File: src/id_pkg.sv
`default_nettype none

package id_pkg;

  // Data word and register index
  typedef logic [31:0] word_t;
  typedef logic [4:0]  reg_addr_t;

  // Major opcodes handled by the decoder
  typedef enum logic [6:0] {
    OPCODE_LOAD   = 7'h03,
    OPCODE_OP_IMM = 7'h13,
    OPCODE_STORE  = 7'h23,
    OPCODE_OP     = 7'h33,
    OPCODE_LUI    = 7'h37,
    OPCODE_BRANCH = 7'h63,
    OPCODE_JAL    = 7'h6f
  } opcode_e;

  // Arithmetic ops first, then the branch compares
  typedef enum logic [3:0] {
    ALU_ADD,
    ALU_SUB,
    ALU_XOR,
    ALU_OR,
    ALU_AND,
    ALU_SLL,
    ALU_SRL,
    ALU_SRA,
    ALU_SLT,
    ALU_SLTU,
    ALU_EQ,
    ALU_NE,
    ALU_LT,
    ALU_GE,
    ALU_LTU,
    ALU_GEU
  } alu_op_e;

  typedef enum logic [1:0] {
    OP_A_REG_A,
    OP_A_CURRPC,
    OP_A_ZERO
  } op_a_sel_e;

  typedef enum logic {
    OP_B_REG_B,
    OP_B_IMM
  } op_b_sel_e;

  typedef enum logic [2:0] {
    IMM_B_I,
    IMM_B_S,
    IMM_B_B,
    IMM_B_U,
    IMM_B_J,
    IMM_B_INCR_PC
  } imm_b_sel_e;

  typedef enum logic {
    RF_WD_EX,
    RF_WD_LSU
  } rf_wd_sel_e;

  typedef enum logic {
    IDLE,
    WAIT_MULTICYCLE
  } id_fsm_e;

  // Decoded control of the held instruction
  typedef struct packed {
    op_a_sel_e  op_a_sel;
    op_b_sel_e  op_b_sel;
    imm_b_sel_e imm_b_sel;
    alu_op_e    alu_op;
    reg_addr_t  rs1;
    reg_addr_t  rs2;
    reg_addr_t  rd;
    logic       rf_we;
    rf_wd_sel_e rf_wd_sel;
    logic       data_req;      // load/store class
    logic       data_we;
    logic [1:0] data_type;     // 00 word, 01 half, 10 byte
    logic       data_sign_ext;
    logic       branch;
    logic       jump;
  } dec_ctrl_t;

  typedef struct packed {
    word_t i_type;
    word_t s_type;
    word_t b_type;
    word_t u_type;
    word_t j_type;
  } imm_set_t;

  typedef struct packed {
    alu_op_e alu_op;
    word_t   operand_a;
    word_t   operand_b;
  } ex_req_t;

  typedef struct packed {
    logic       we;
    logic [1:0] data_type;
    logic       sign_ext;
    word_t      wdata;
  } lsu_req_t;

  // Link value for JAL, no compressed instructions
  localparam word_t PcIncr = 32'd4;

endpackage

`default_nettype wire

File: src/id_decoder.sv
`timescale 1ns/1ps
`default_nettype none

module id_decoder #(
  parameter int unsigned RegCount = 32
) (
  input  id_pkg::word_t     instr_i,
  output id_pkg::dec_ctrl_t ctrl_o,
  output id_pkg::imm_set_t  imm_o,
  output logic              illegal_insn_o
);

  logic [2:0]        funct3;
  logic [6:0]        funct7;
  logic [1:0]        ls_type;
  logic              rs1_used;
  logic              rs2_used;
  logic              rd_used;
  logic              enc_illegal;
  logic              reg_illegal;
  id_pkg::dec_ctrl_t ctrl_dec;

  // Shared by OP and OP-IMM, alt selects SUB and SRA
  function automatic id_pkg::alu_op_e alu_from_funct3(logic [2:0] f3, logic alt);
    unique case (f3)
      3'b000:  return alt ? id_pkg::ALU_SUB : id_pkg::ALU_ADD;
      3'b001:  return id_pkg::ALU_SLL;
      3'b010:  return id_pkg::ALU_SLT;
      3'b011:  return id_pkg::ALU_SLTU;
      3'b100:  return id_pkg::ALU_XOR;
      3'b101:  return alt ? id_pkg::ALU_SRA : id_pkg::ALU_SRL;
      3'b110:  return id_pkg::ALU_OR;
      default: return id_pkg::ALU_AND;
    endcase
  endfunction

  assign funct3 = instr_i[14:12];
  assign funct7 = instr_i[31:25];

  //////////////////////////////////////////////////////////////////////
  // Immediates
  //////////////////////////////////////////////////////////////////////

  assign imm_o.i_type = {{20{instr_i[31]}}, instr_i[31:20]};
  assign imm_o.s_type = {{20{instr_i[31]}}, instr_i[31:25], instr_i[11:7]};
  assign imm_o.b_type = {{19{instr_i[31]}}, instr_i[31], instr_i[7], instr_i[30:25],
                         instr_i[11:8], 1'b0};
  assign imm_o.u_type = {instr_i[31:12], 12'b0};
  assign imm_o.j_type = {{12{instr_i[31]}}, instr_i[19:12], instr_i[20], instr_i[30:21],
                         1'b0};

  // Byte, half and word sizes in LSU encoding
  always_comb begin
    unique case (funct3[1:0])
      2'b00:   ls_type = 2'b10;
      2'b01:   ls_type = 2'b01;
      default: ls_type = 2'b00;
    endcase
  end

  //////////////////////////////////////////////////////////////////////
  // Opcode decode
  //////////////////////////////////////////////////////////////////////

  always_comb begin
    ctrl_dec           = '0;
    ctrl_dec.op_a_sel  = id_pkg::OP_A_REG_A;
    ctrl_dec.op_b_sel  = id_pkg::OP_B_IMM;
    ctrl_dec.imm_b_sel = id_pkg::IMM_B_I;
    ctrl_dec.alu_op    = id_pkg::ALU_ADD;
    ctrl_dec.rf_wd_sel = id_pkg::RF_WD_EX;
    ctrl_dec.rs1       = instr_i[19:15];
    ctrl_dec.rs2       = instr_i[24:20];
    ctrl_dec.rd        = instr_i[11:7];
    rs1_used           = 1'b0;
    rs2_used           = 1'b0;
    rd_used            = 1'b0;
    enc_illegal        = 1'b0;

    unique case (id_pkg::opcode_e'(instr_i[6:0]))
      id_pkg::OPCODE_OP: begin
        rs1_used          = 1'b1;
        rs2_used          = 1'b1;
        rd_used           = 1'b1;
        ctrl_dec.rf_we    = 1'b1;
        ctrl_dec.op_b_sel = id_pkg::OP_B_REG_B;
        ctrl_dec.alu_op   = alu_from_funct3(funct3, funct7[5]);
        // Only SUB and SRA take the alternate funct7
        if (funct7 == 7'h20) begin
          enc_illegal = (funct3 != 3'b000) && (funct3 != 3'b101);
        end else begin
          enc_illegal = (funct7 != 7'h00);
        end
      end

      id_pkg::OPCODE_OP_IMM: begin
        rs1_used        = 1'b1;
        rd_used         = 1'b1;
        ctrl_dec.rf_we  = 1'b1;
        ctrl_dec.alu_op = alu_from_funct3(funct3, (funct3 == 3'b101) && funct7[5]);
        // Shift amounts leave funct7 for the shift kind
        if (funct3 == 3'b001) begin
          enc_illegal = (funct7 != 7'h00);
        end else if (funct3 == 3'b101) begin
          enc_illegal = (funct7 != 7'h00) && (funct7 != 7'h20);
        end
      end

      id_pkg::OPCODE_LUI: begin
        rd_used            = 1'b1;
        ctrl_dec.rf_we     = 1'b1;
        ctrl_dec.op_a_sel  = id_pkg::OP_A_ZERO;
        ctrl_dec.imm_b_sel = id_pkg::IMM_B_U;
      end

      id_pkg::OPCODE_LOAD: begin
        rs1_used               = 1'b1;
        rd_used                = 1'b1;
        ctrl_dec.rf_we         = 1'b1;
        ctrl_dec.rf_wd_sel     = id_pkg::RF_WD_LSU;
        ctrl_dec.data_req      = 1'b1;
        ctrl_dec.data_type     = ls_type;
        ctrl_dec.data_sign_ext = ~funct3[2];
        enc_illegal            = (funct3 == 3'b011) || (funct3[2:1] == 2'b11);
      end

      id_pkg::OPCODE_STORE: begin
        rs1_used           = 1'b1;
        rs2_used           = 1'b1;
        ctrl_dec.imm_b_sel = id_pkg::IMM_B_S;
        ctrl_dec.data_req  = 1'b1;
        ctrl_dec.data_we   = 1'b1;
        ctrl_dec.data_type = ls_type;
        enc_illegal        = funct3[2] || (funct3[1:0] == 2'b11);
      end

      id_pkg::OPCODE_BRANCH: begin
        rs1_used           = 1'b1;
        rs2_used           = 1'b1;
        ctrl_dec.branch    = 1'b1;
        ctrl_dec.op_b_sel  = id_pkg::OP_B_REG_B;
        ctrl_dec.imm_b_sel = id_pkg::IMM_B_B;
        unique case (funct3)
          3'b000:  ctrl_dec.alu_op = id_pkg::ALU_EQ;
          3'b001:  ctrl_dec.alu_op = id_pkg::ALU_NE;
          3'b100:  ctrl_dec.alu_op = id_pkg::ALU_LT;
          3'b101:  ctrl_dec.alu_op = id_pkg::ALU_GE;
          3'b110:  ctrl_dec.alu_op = id_pkg::ALU_LTU;
          3'b111:  ctrl_dec.alu_op = id_pkg::ALU_GEU;
          default: enc_illegal     = 1'b1;
        endcase
      end

      id_pkg::OPCODE_JAL: begin
        // EX adds PC and 4 for the link value
        rd_used            = 1'b1;
        ctrl_dec.rf_we     = 1'b1;
        ctrl_dec.jump      = 1'b1;
        ctrl_dec.op_a_sel  = id_pkg::OP_A_CURRPC;
        ctrl_dec.imm_b_sel = id_pkg::IMM_B_INCR_PC;
      end

      default: enc_illegal = 1'b1;
    endcase
  end

  // Indices beyond the implemented registers
  assign reg_illegal = (rs1_used && (int'(ctrl_dec.rs1) >= RegCount)) ||
                       (rs2_used && (int'(ctrl_dec.rs2) >= RegCount)) ||
                       (rd_used  && (int'(ctrl_dec.rd)  >= RegCount));

  assign illegal_insn_o = enc_illegal | reg_illegal;

  // Illegal instructions request nothing
  always_comb begin
    ctrl_o = ctrl_dec;
    if (illegal_insn_o) begin
      ctrl_o.rf_we    = 1'b0;
      ctrl_o.data_req = 1'b0;
      ctrl_o.data_we  = 1'b0;
      ctrl_o.branch   = 1'b0;
      ctrl_o.jump     = 1'b0;
    end
  end

  // FSM picks its path from exactly one class
  always_comb begin
    a_class_onehot: assert ($onehot0({ctrl_o.data_req, ctrl_o.branch, ctrl_o.jump}))
      else $error("Decoder raised more than one instruction class");
  end

endmodule

`default_nettype wire

File: src/id_operand_mux.sv
`timescale 1ns/1ps
`default_nettype none

module id_operand_mux (
  input  id_pkg::dec_ctrl_t ctrl_i,
  input  id_pkg::imm_set_t  imm_i,
  input  id_pkg::word_t     rdata_a_i,
  input  id_pkg::word_t     rdata_b_i,
  input  id_pkg::word_t     pc_i,
  output id_pkg::ex_req_t   ex_req_o,
  output id_pkg::lsu_req_t  lsu_req_o
);

  id_pkg::word_t operand_a;
  id_pkg::word_t imm_b;

  //////////////////////////////////////////////////////////////////////
  // Operand A
  //////////////////////////////////////////////////////////////////////

  always_comb begin
    unique case (ctrl_i.op_a_sel)
      id_pkg::OP_A_REG_A:  operand_a = rdata_a_i;
      id_pkg::OP_A_CURRPC: operand_a = pc_i;
      default:             operand_a = '0;
    endcase
  end

  //////////////////////////////////////////////////////////////////////
  // Operand B
  //////////////////////////////////////////////////////////////////////

  always_comb begin
    unique case (ctrl_i.imm_b_sel)
      id_pkg::IMM_B_I:       imm_b = imm_i.i_type;
      id_pkg::IMM_B_S:       imm_b = imm_i.s_type;
      id_pkg::IMM_B_B:       imm_b = imm_i.b_type;
      id_pkg::IMM_B_U:       imm_b = imm_i.u_type;
      id_pkg::IMM_B_J:       imm_b = imm_i.j_type;
      id_pkg::IMM_B_INCR_PC: imm_b = id_pkg::PcIncr;
      default:               imm_b = '0;
    endcase
  end

  assign ex_req_o.alu_op    = ctrl_i.alu_op;
  assign ex_req_o.operand_a = operand_a;
  assign ex_req_o.operand_b = (ctrl_i.op_b_sel == id_pkg::OP_B_IMM) ? imm_b : rdata_b_i;

  // LSU request, address comes from the ALU
  assign lsu_req_o.we        = ctrl_i.data_we;
  assign lsu_req_o.data_type = ctrl_i.data_type;
  assign lsu_req_o.sign_ext  = ctrl_i.data_sign_ext;
  assign lsu_req_o.wdata     = rdata_b_i;

endmodule

`default_nettype wire

File: src/id_register_file.sv
`timescale 1ns/1ps
`default_nettype none

module id_register_file #(
  parameter int unsigned RegCount = 32
) (
  input  logic              clk_i,
  input  logic              rst_ni,
  input  id_pkg::reg_addr_t raddr_a_i,
  input  id_pkg::reg_addr_t raddr_b_i,
  input  id_pkg::reg_addr_t waddr_i,
  input  id_pkg::word_t     wdata_i,
  input  logic              we_i,
  output id_pkg::word_t     rdata_a_o,
  output id_pkg::word_t     rdata_b_o
);

  id_pkg::word_t regs_q [RegCount];

  // x0 and missing registers read as zero
  function automatic id_pkg::word_t read_reg(id_pkg::reg_addr_t addr);
    if ((addr == '0) || (int'(addr) >= RegCount)) begin
      return '0;
    end
    return regs_q[addr];
  endfunction

  always_ff @(posedge clk_i or negedge rst_ni) begin
    if (!rst_ni) begin
      for (int i = 0; i < RegCount; i++) begin
        regs_q[i] <= '0;
      end
    end else if (we_i && (waddr_i != '0) && (int'(waddr_i) < RegCount)) begin
      regs_q[waddr_i] <= wdata_i;
    end
  end

  // Asynchronous read ports
  always_comb begin
    rdata_a_o = read_reg(raddr_a_i);
    rdata_b_o = read_reg(raddr_b_i);
  end

  // Decoder flags such indices as illegal, so no write reaches here
  a_waddr_in_range: assert property (
    @(posedge clk_i) disable iff (!rst_ni) we_i |-> (int'(waddr_i) < RegCount)
  ) else $error("Register write to index %0d beyond register count", waddr_i);

endmodule

`default_nettype wire

File: src/id_stage.sv
`timescale 1ns/1ps
`default_nettype none

module id_stage #(
  parameter int unsigned RegCount = 32
) (
  input  logic             clk_i,
  input  logic             rst_ni,

  // IF side
  input  logic             instr_valid_i,
  input  logic             instr_new_i,
  input  id_pkg::word_t    instr_rdata_i,
  input  id_pkg::word_t    pc_id_i,

  // EX and LSU results
  input  logic             branch_decision_i,
  input  logic             ex_valid_i,
  input  logic             lsu_valid_i,
  input  id_pkg::word_t    regfile_wdata_ex_i,
  input  id_pkg::word_t    regfile_wdata_lsu_i,

  // Requests and status
  output id_pkg::ex_req_t  ex_req_o,
  output id_pkg::lsu_req_t lsu_req_o,
  output logic             data_req_o,
  output logic             illegal_insn_o,
  output logic             id_in_ready_o,
  output logic             instr_ret_o,
  output logic             branch_set_o
);

  id_pkg::dec_ctrl_t ctrl;
  id_pkg::imm_set_t  imm;
  id_pkg::word_t     rdata_a;
  id_pkg::word_t     rdata_b;
  id_pkg::word_t     rf_wdata;
  logic              rf_we;
  logic              instr_new;

  // A new instruction only counts while IF marks it valid
  assign instr_new = instr_new_i & instr_valid_i;

  id_decoder #(
    .RegCount (RegCount)
  ) u_decoder (
    .instr_i        (instr_rdata_i),
    .ctrl_o         (ctrl),
    .imm_o          (imm),
    .illegal_insn_o (illegal_insn_o)
  );

  id_operand_mux u_operand_mux (
    .ctrl_i    (ctrl),
    .imm_i     (imm),
    .rdata_a_i (rdata_a),
    .rdata_b_i (rdata_b),
    .pc_i      (pc_id_i),
    .ex_req_o  (ex_req_o),
    .lsu_req_o (lsu_req_o)
  );

  //////////////////////////////////////////////////////////////////////
  // Write-back
  //////////////////////////////////////////////////////////////////////

  assign rf_wdata = (ctrl.rf_wd_sel == id_pkg::RF_WD_LSU) ? regfile_wdata_lsu_i
                                                          : regfile_wdata_ex_i;

  id_register_file #(
    .RegCount (RegCount)
  ) u_register_file (
    .clk_i     (clk_i),
    .rst_ni    (rst_ni),
    .raddr_a_i (ctrl.rs1),
    .raddr_b_i (ctrl.rs2),
    .waddr_i   (ctrl.rd),
    .wdata_i   (rf_wdata),
    .we_i      (rf_we),
    .rdata_a_o (rdata_a),
    .rdata_b_o (rdata_b)
  );

  id_wb_fsm u_wb_fsm (
    .clk_i             (clk_i),
    .rst_ni            (rst_ni),
    .instr_new_i       (instr_new),
    .branch_decision_i (branch_decision_i),
    .ex_valid_i        (ex_valid_i),
    .lsu_valid_i       (lsu_valid_i),
    .illegal_insn_i    (illegal_insn_o),
    .ctrl_i            (ctrl),
    .rf_we_o           (rf_we),
    .data_req_o        (data_req_o),
    .id_in_ready_o     (id_in_ready_o),
    .instr_ret_o       (instr_ret_o),
    .branch_set_o      (branch_set_o)
  );

  // IF holds a fully driven word while it is valid
  a_instr_known: assert property (
    @(posedge clk_i) disable iff (!rst_ni) instr_valid_i |-> !$isunknown(instr_rdata_i)
  ) else $error("Valid instruction word has unknown bits");

endmodule

`default_nettype wire

File: src/id_wb_fsm.sv
`timescale 1ns/1ps
`default_nettype none

module id_wb_fsm (
  input  logic              clk_i,
  input  logic              rst_ni,
  input  logic              instr_new_i,
  input  logic              branch_decision_i,
  input  logic              ex_valid_i,
  input  logic              lsu_valid_i,
  input  logic              illegal_insn_i,
  input  id_pkg::dec_ctrl_t ctrl_i,
  output logic              rf_we_o,
  output logic              data_req_o,
  output logic              id_in_ready_o,
  output logic              instr_ret_o,
  output logic              branch_set_o
);

  id_pkg::id_fsm_e fsm_q;
  id_pkg::id_fsm_e fsm_d;
  logic            multicycle_done_q;
  logic            multicycle_done_d;
  logic            branch_set_d;
  logic            instr_executing;
  logic            wb_deferred;
  logic            rf_we_wb;
  logic            stall_lsu;
  logic            stall_branch;
  logic            stall_jump;

  // Executing from the new cycle until the multicycle op is done
  assign instr_executing = instr_new_i | ~multicycle_done_q;
  assign data_req_o      = instr_executing & ctrl_i.data_req;

  // Loads and JAL write on completion, the rest in their first cycle
  assign wb_deferred = ctrl_i.data_req | ctrl_i.jump;
  assign rf_we_o     = instr_executing & ~illegal_insn_i &
                       (wb_deferred ? rf_we_wb : ctrl_i.rf_we);

  assign id_in_ready_o = ~(stall_lsu | stall_branch | stall_jump);

  //////////////////////////////////////////////////////////////////////
  // State registers
  //////////////////////////////////////////////////////////////////////

  always_ff @(posedge clk_i or negedge rst_ni) begin
    if (!rst_ni) begin
      fsm_q             <= id_pkg::IDLE;
      multicycle_done_q <= 1'b1;
      branch_set_o      <= 1'b0;
    end else begin
      fsm_q             <= fsm_d;
      multicycle_done_q <= multicycle_done_d;
      branch_set_o      <= branch_set_d;
    end
  end

  //////////////////////////////////////////////////////////////////////
  // Next state
  //////////////////////////////////////////////////////////////////////

  always_comb begin
    fsm_d             = fsm_q;
    multicycle_done_d = multicycle_done_q;
    branch_set_d      = 1'b0;
    rf_we_wb          = 1'b0;
    stall_lsu         = 1'b0;
    stall_branch      = 1'b0;
    stall_jump        = 1'b0;
    instr_ret_o       = 1'b0;

    unique case (fsm_q)
      id_pkg::IDLE: begin
        // Detect multicycle ops only once per instruction
        if (instr_new_i) begin
          unique case (1'b1)
            ctrl_i.data_req: begin
              fsm_d             = id_pkg::WAIT_MULTICYCLE;
              stall_lsu         = 1'b1;
              multicycle_done_d = 1'b0;
            end
            ctrl_i.branch: begin
              // Not-taken branch retires right away
              fsm_d             = branch_decision_i ? id_pkg::WAIT_MULTICYCLE : id_pkg::IDLE;
              stall_branch      = branch_decision_i;
              multicycle_done_d = ~branch_decision_i;
              branch_set_d      = branch_decision_i;
              instr_ret_o       = ~branch_decision_i;
            end
            ctrl_i.jump: begin
              fsm_d             = id_pkg::WAIT_MULTICYCLE;
              stall_jump        = 1'b1;
              multicycle_done_d = 1'b0;
            end
            default: begin
              instr_ret_o = 1'b1;
            end
          endcase
        end
      end

      id_pkg::WAIT_MULTICYCLE: begin
        if ((ctrl_i.data_req && lsu_valid_i) || (!ctrl_i.data_req && ex_valid_i)) begin
          fsm_d             = id_pkg::IDLE;
          multicycle_done_d = 1'b1;
          rf_we_wb          = ctrl_i.rf_we;
          instr_ret_o       = 1'b1;
        end else begin
          stall_lsu    = ctrl_i.data_req;
          stall_branch = ctrl_i.branch;
          stall_jump   = ctrl_i.jump;
        end
      end

      default: fsm_d = id_pkg::IDLE;
    endcase
  end

  // Completion strobes from EX and LSU must be driven while waiting
  a_valid_known: assert property (
    @(posedge clk_i) disable iff (!rst_ni)
    (fsm_q == id_pkg::WAIT_MULTICYCLE) |-> !$isunknown({ex_valid_i, lsu_valid_i})
  ) else $error("EX or LSU valid is unknown while waiting on a multicycle op");

endmodule

`default_nettype wire

File: config.mk
export PLATFORM = sky130hd
export DESIGN_NAME = id_stage
export DESIGN_NICKNAME = d
export VERILOG_FILES = /design/src/id_pkg.sv /design/src/id_decoder.sv /design/src/id_operand_mux.sv /design/src/id_register_file.sv /design/src/id_stage.sv /design/src/id_wb_fsm.sv
export SDC_FILE = /design/constraint.sdc
export NUM_CORES = 2
export LEC_CHECK = 0
export BUFFER_PORTS_ARGS = -buffer_cell sky130_fd_sc_hd__buf_2
export CAP_MARGIN = 15
export CORE_ASPECT_RATIO = 1.2
export CORE_MARGIN = 1
export CORE_UTILIZATION = 55
export CTS_CLUSTER_DIAMETER = 80
export CTS_CLUSTER_SIZE = 12
export DETAILED_ROUTE_END_ITERATION = 16
export PLACE_DENSITY = 0.79
export SLEW_MARGIN = 25
export SYNTH_ARGS = -nofsm -noshare
export SYNTH_HDL_FRONTEND = slang
export SYNTH_HIERARCHICAL = 1
export SYNTH_SLANG_ARGS = --single-unit
File: constraint.sdc
create_clock -name clk_i -period 2.58 [get_ports clk_i]
set_input_delay 0.129 -clock clk_i [delete_from_list [all_inputs] [get_ports clk_i]]
set_output_delay 0.129 -clock clk_i [all_outputs]
set_load 0.005 [all_outputs]
== Word-level counts from Yosys, hierarchy flattened ==
Cells that the tools add are included.

* Magnitude comparators: 4
* Equality and inequality tests: 29
* Multiplexer cells: 75
* Bitwise operators: 17
* Reductions and logical operators: 27

{| class="wikitable"
|+ Operators with widths
! cell !! number
|-
| 1024-bit bitwise mux || 1
|-
| 32-bit 2-to-1 mux || 11
|-
| 32-bit binary-select mux with 5-bit select || 2
|-
| 32-bit case mux with 6 select lines || 1
|-
| 32-bit demux with 5-bit select || 1
|-
| 32-bit case mux with 2 select lines || 1
|-
| 4-bit case mux with 7 select lines || 2
|-
| 1-bit 2-to-1 mux || 38
|-
| 7-bit by 6-bit == test with 1-bit output, second input constant || 4
|-
| 4-bit case mux with 6 select lines || 1
|-
| 3-bit == test, second input constant || 6
|-
| 6-bit >= comparator, second input constant || 3
|-
| 5-bit NOT with 6-bit output || 3
|-
| 1-bit case mux with 2 select lines || 9
|-
| 7-bit == test, second input constant || 2
|-
| 3-bit by 2-bit == test with 1-bit output, second input constant || 4
|-
| 3-bit case mux with 4 select lines || 1
|-
| 4-bit case mux with 3 select lines || 1
|-
| 5-bit zero test || 2
|-
| 2-bit case mux with 2 select lines || 2
|-
| 2-bit OR reduction || 4
|-
| 7-bit by 2-bit == test with 1-bit output, second input constant || 1
|-
| 7-bit by 5-bit == test with 1-bit output, second input constant || 1
|-
| 1-bit logical AND || 7
|-
| 24 further kinds || 44
|}

* Flip-flop bits (word level): 1027
* Logic and storage cells: 187

== Longest topological paths before layout ==
* Word-level depth: 14
* Depth in mapped cells: 13

== Hierarchy ==
Netlist, hierarchy kept.

{| class="wikitable"
|+ By module, submodules not included
! module !! instances !! cells an instance !! area an instance (um^2) !! sequential area each (um^2)
|-
| id_register_file || 1 || 3623 || 54379.7 || 25624.6
|-
| id_operand_mux || 1 || 425 || 2668.8 || 0.0
|-
| id_decoder || 1 || 255 || 1905.6 || 0.0
|-
| id_stage || 1 || 37 || 550.5 || 0.0
|-
| id_wb_fsm || 1 || 28 || 239.0 || 76.3
|}

== Worst setup path after synthesis ==
OpenSTA, ideal clock, no wires.

* Path type: input-to-reg
* Start: input instr_rdata_i[2]
* End: register u_register_file/regs_q[193] in the netlist's numbering
* Setup time: 125 ps
* Arrival time: 3047 ps
* Slack: -591 ps
* Stages on the path: 13
* Cells stage by stage: buf_6 > nand4bb_4 > or3_4 > nor2_1 > mux2_4 > nand2_2 > a21oi_1 > nand2b_1 > nor3b_2 > and3_1 > clkbuf_1 > buf_2 > mux2_2

{| class="wikitable"
|+ RTL lines
! item !! RTL line !! text
|-
| start: declaration || id_stage.sv:13 || <nowiki>input id_pkg::word_t instr_rdata_i,</nowiki>
|-
| end signal: indexed assignment || id_register_file.sv:34 || <nowiki>regs_q[waddr_i] <= wdata_i;</nowiki>
|-
| end: declaration || id_register_file.sv:18 || <nowiki>id_pkg::word_t regs_q [RegCount];</nowiki>
|}

==> metrics.md <==
| Metric | Value |
|---|---|
| Status | `finished with violations` |
| Failing checks | `hold timing, setup timing` |
| WL/cell | `approximately 33 um` |
| Final WL | `199.2 mm` |
| Post-DP HPWL | `roughly 120 mm` |
| Via count | `43,130` |
| TritonCTS Buffers | `95` |
| Top cell type's share of synthesized area | `0.4297` |
| CTS tree | `built` |
| Worst-path clk slew | `0.06 ns` |
| Die footprint | `roughly 110,000 um^2` |
| Setup WS post-layout | `-0.3050 ns` |
| RSZ-0062 raised after global routing | `true` |
| GR Util All Layers | `0.3578` |
| Crit Path Class | `reg -> out` |
| Crit start category | `register` |
| Antenna-violating nets left | `0` |
| Synth area leaders | `dfrtp_1 (43%), mux2_2 (19%), mux4_2 (17%)` |
| Main synth FF type | `dfrtp_1` |
| Tcrit/Tclk final | `1.118` |
| Synth async-reset ratio | `1.000` |
| Int Pwr | `0.02445 W` |
| WP data required | `2.45 ns` |
| GRT overflow | `0` |
| Slew Limit Headroom | `0.2649` |
| IO Port Bufs | `243` |
| Max Clock Freq | `0.3466 GHz` |
| Fillers | `about 7,200` |
| Synth warn | `6` |
| CP endpoint kind | `output port` |
| Initial antenna violation count | `0` |
| P per Cell Area | `475.6 nW/um^2` |
| Starting Density | `0.5540` |
| Area leader, netlist | `dfrtp_1` |
| Shortest period the worst path allows | `~2.9 ns` |
| Core footprint | `between 100,000 and 150,000 um^2` |
| Clk buf depth | `3` |
| Initial DRC Count | `about 5,600` |
| Cell area after synthesis | `59,740 um^2` |
| Clock power frac | `0.393` |
| DRT Pass-1 Iters | `5` |
| DR DRC count | `0` |
| Setup violators final | `81` |
| Skew final | `0.03522 ns` |
| H-tree depth | `3` |
| Die width | `302.9 um` |
| Leakage | `32.17 nW` |
| Post-synth EDFFs | `0` |
| Netlist cell types | `74` |
| Vias in the first global route | `around 44,000` |
| CTS sink count | `1,027` |
| Slew Viols, Final | `0` |
| Critical Path Fanout Max | `3` |
| Final core occ | `0.6457` |
| Die Y | `363.0 um` |
| Worst-Skew Late Latency | `0.71 ns` |
| Layout Nets | `4,687` |
| WP data arrival | `2.76 ns` |
| Number of placement rows | `132` |
| Min-delay worst type | `in -> reg` |
| Gate Count Post-Synth | `4,368` |
| Max Cap Viol | `0` |
| Pre-CTS setup slack | `-0.3614 ns` |
| Flops & latches, synth | `1,027` |
| Syn Area/Cell | `about 14 um^2` |
| Area grow syn2layout | `16.56%` |
| Largest net degree at the start of global routing | `108` |
| Switching power as a share of total power | `0.2617` |
| NetSw | `about 0.0087 W` |
| VDD IR max | `0.4566 mV` |
| Final std cells w/o fill | `5,976` |
| Slew @ Worst Pin | `roughly 1.1 ns` |
| Comb power frac | `0.119` |
| Hold Vio Cnt, Final | `1` |
| Seq pwr share | `0.488` |
| Sequential share of the synthesized area | `0.4302` |
| I/O Pins | `roughly 240` |
| Hold WS | `-0.004623 ns` |
| Post-Place Cells | `5,790` |
| Setup_tns | `-11.57 ns` |
| Root buf cell | `clkbuf_16` |
| First-pass GRT wire length | `288.0 mm` |
| Global placement routability congestion | `0.9496` |
| Layout cells sized above 1 | `0.5829` |
| Drt via density | `7.218` |
[timing repair]
| action | in CTS | in global routing |
|---|---|---|
| pin swaps | 67 | 50 |
| endpoints found under the hold margin | 664 | 0 |
| hold buffers | 9 | 0 |
| buffers inserted | 51 | 31 |
| cloned | 0 | 4 |
| resized for setup | 300 | 141 |
| setup endpoints to repair | 90 | 1077 |
[layout by cell type, fill, tap and decap left out, drive strengths merged, types with 11 or more instances in the layout]
cell	count
a311oi	64
a221oi	68
buf	763
clkbuf	109
nor2b	79
mux4	448
a211oi	66
o2111ai	17
nor3	14
o21ai	117
o211ai	11
conb	14
nand2	65
nand2b	32
dfrtp	1026
a22oi	75
mux2	1090
mux2i	192
a21oi	69
nor2	156
[flip-flops by register name, indices dropped and copies added, names as in the netlist]
signal / count
u_register_file/regs_q: 1024
u_wb_fsm/branch_set_o: 1
u_wb_fsm/fsm_q: 1
u_wb_fsm/multicycle_done_q: 1
[final timing paths]
kind	from	end	slack, ns	cells after the start
setup / recovery	u_register_file/regs_q[252]$_DFFE_PN0P_	ex_req_o[60]	-0.31	7
hold / removal	ex_valid_i	u_wb_fsm/multicycle_done_q$_DFFE_PN1P_	-0.005	5
setup reg to reg	u_wb_fsm/multicycle_done_q$_DFFE_PN1P_	u_register_file/regs_q[795]$_DFFE_PN0P_	0.13	10
hold reg to reg	u_register_file/regs_q[1003]$_DFFE_PN0P_	u_register_file/regs_q[1003]$_DFFE_PN0P_	0.40	0
max in group asynchronous	rst_ni	u_register_file/regs_q[734]$_DFFE_PN0P_	1.77	4
min in group asynchronous	rst_ni	u_register_file/regs_q[873]$_DFFE_PN0P_	0.15	3
[per-layer routing]
metal,wire length [um],track usage
met1,69040,0.4415
met2,90170,0.5402
met3,23250,0.1038
met4,16780,0.2542
met5,0,0
[synthesized netlist by cell type (56+ instances only)]
library cell and number:
mux2_2 1003, buf_4 255, nand2_1 64, dfrtp_1 1026, mux2i_1 192, clkbuf_1 244
nor2b_1 77, a211oi_1 66, mux4_2 448, a221oi_1 63, a21oi_1 69, a311oi_1 64
nor2_1 155, a22oi_1 75, mux2_1 56, o21ai_0 107, buf_2 165
[power by group through the flow]
stage               combinational, W  sequential, W  clock (W)
floorplan                    0.00186         0.0165          0
global placement             0.00350         0.0165          0
finish                       0.00395         0.0162     0.0130
detailed placement           0.00354         0.0165          0
global route                 0.00412         0.0162     0.0137
CTS                          0.00375         0.0162     0.0131
[worst max-delay path, stage by stage (launching register included)]
cell and delay, ns:
dfrtp_1 0.42, mux4_2 0.48, a22oi_1 0.36, a311oi_1 0.21, buf_4 0.23, mux2i_1 0.12, nor2_1 0.05, buf_2 0.15
[area by class of cell]
| class | instances | area, um^2 | area share |
|---|---|---|---|
| well taps | 1407 | 1760 | 0.02528 |
| repair buffers | 773 | 7350 | 0.1055 |
| flip-flops and latches | 1027 | 25700 | 0.3691 |
| clock inverters | 6 | 158.9 | 0.002282 |
| clock buffers | 106 | 2461 | 0.03534 |
| diodes | 2 | 5.005 | 0.00007187 |
| inverters | 5 | 21.27 | 0.0003054 |
| multi-input cells | 2650 | 32180 | 0.4621 |
[stage by stage]
step	total power [W]	area, um^2
final	0.03312	69640
after detailed placement	0.02000	64520
after global placement	0.01996	64520
after global routing	0.03396	69630
after CTS	0.03297	68680
after floorplan	0.01832	60220
[kinds of logic after synthesis]
kind of cell	share of synthesized area
multiplexers	0.4084
AO/OA/AOI/OAI	0.06151
AND/OR/NAND/NOR	0.03275
flip-flops	0.4302
buffers and inverters	0.06674
other	0.00006277
XOR/XNOR	0.0002933
(Power assumes the default switching activity.)
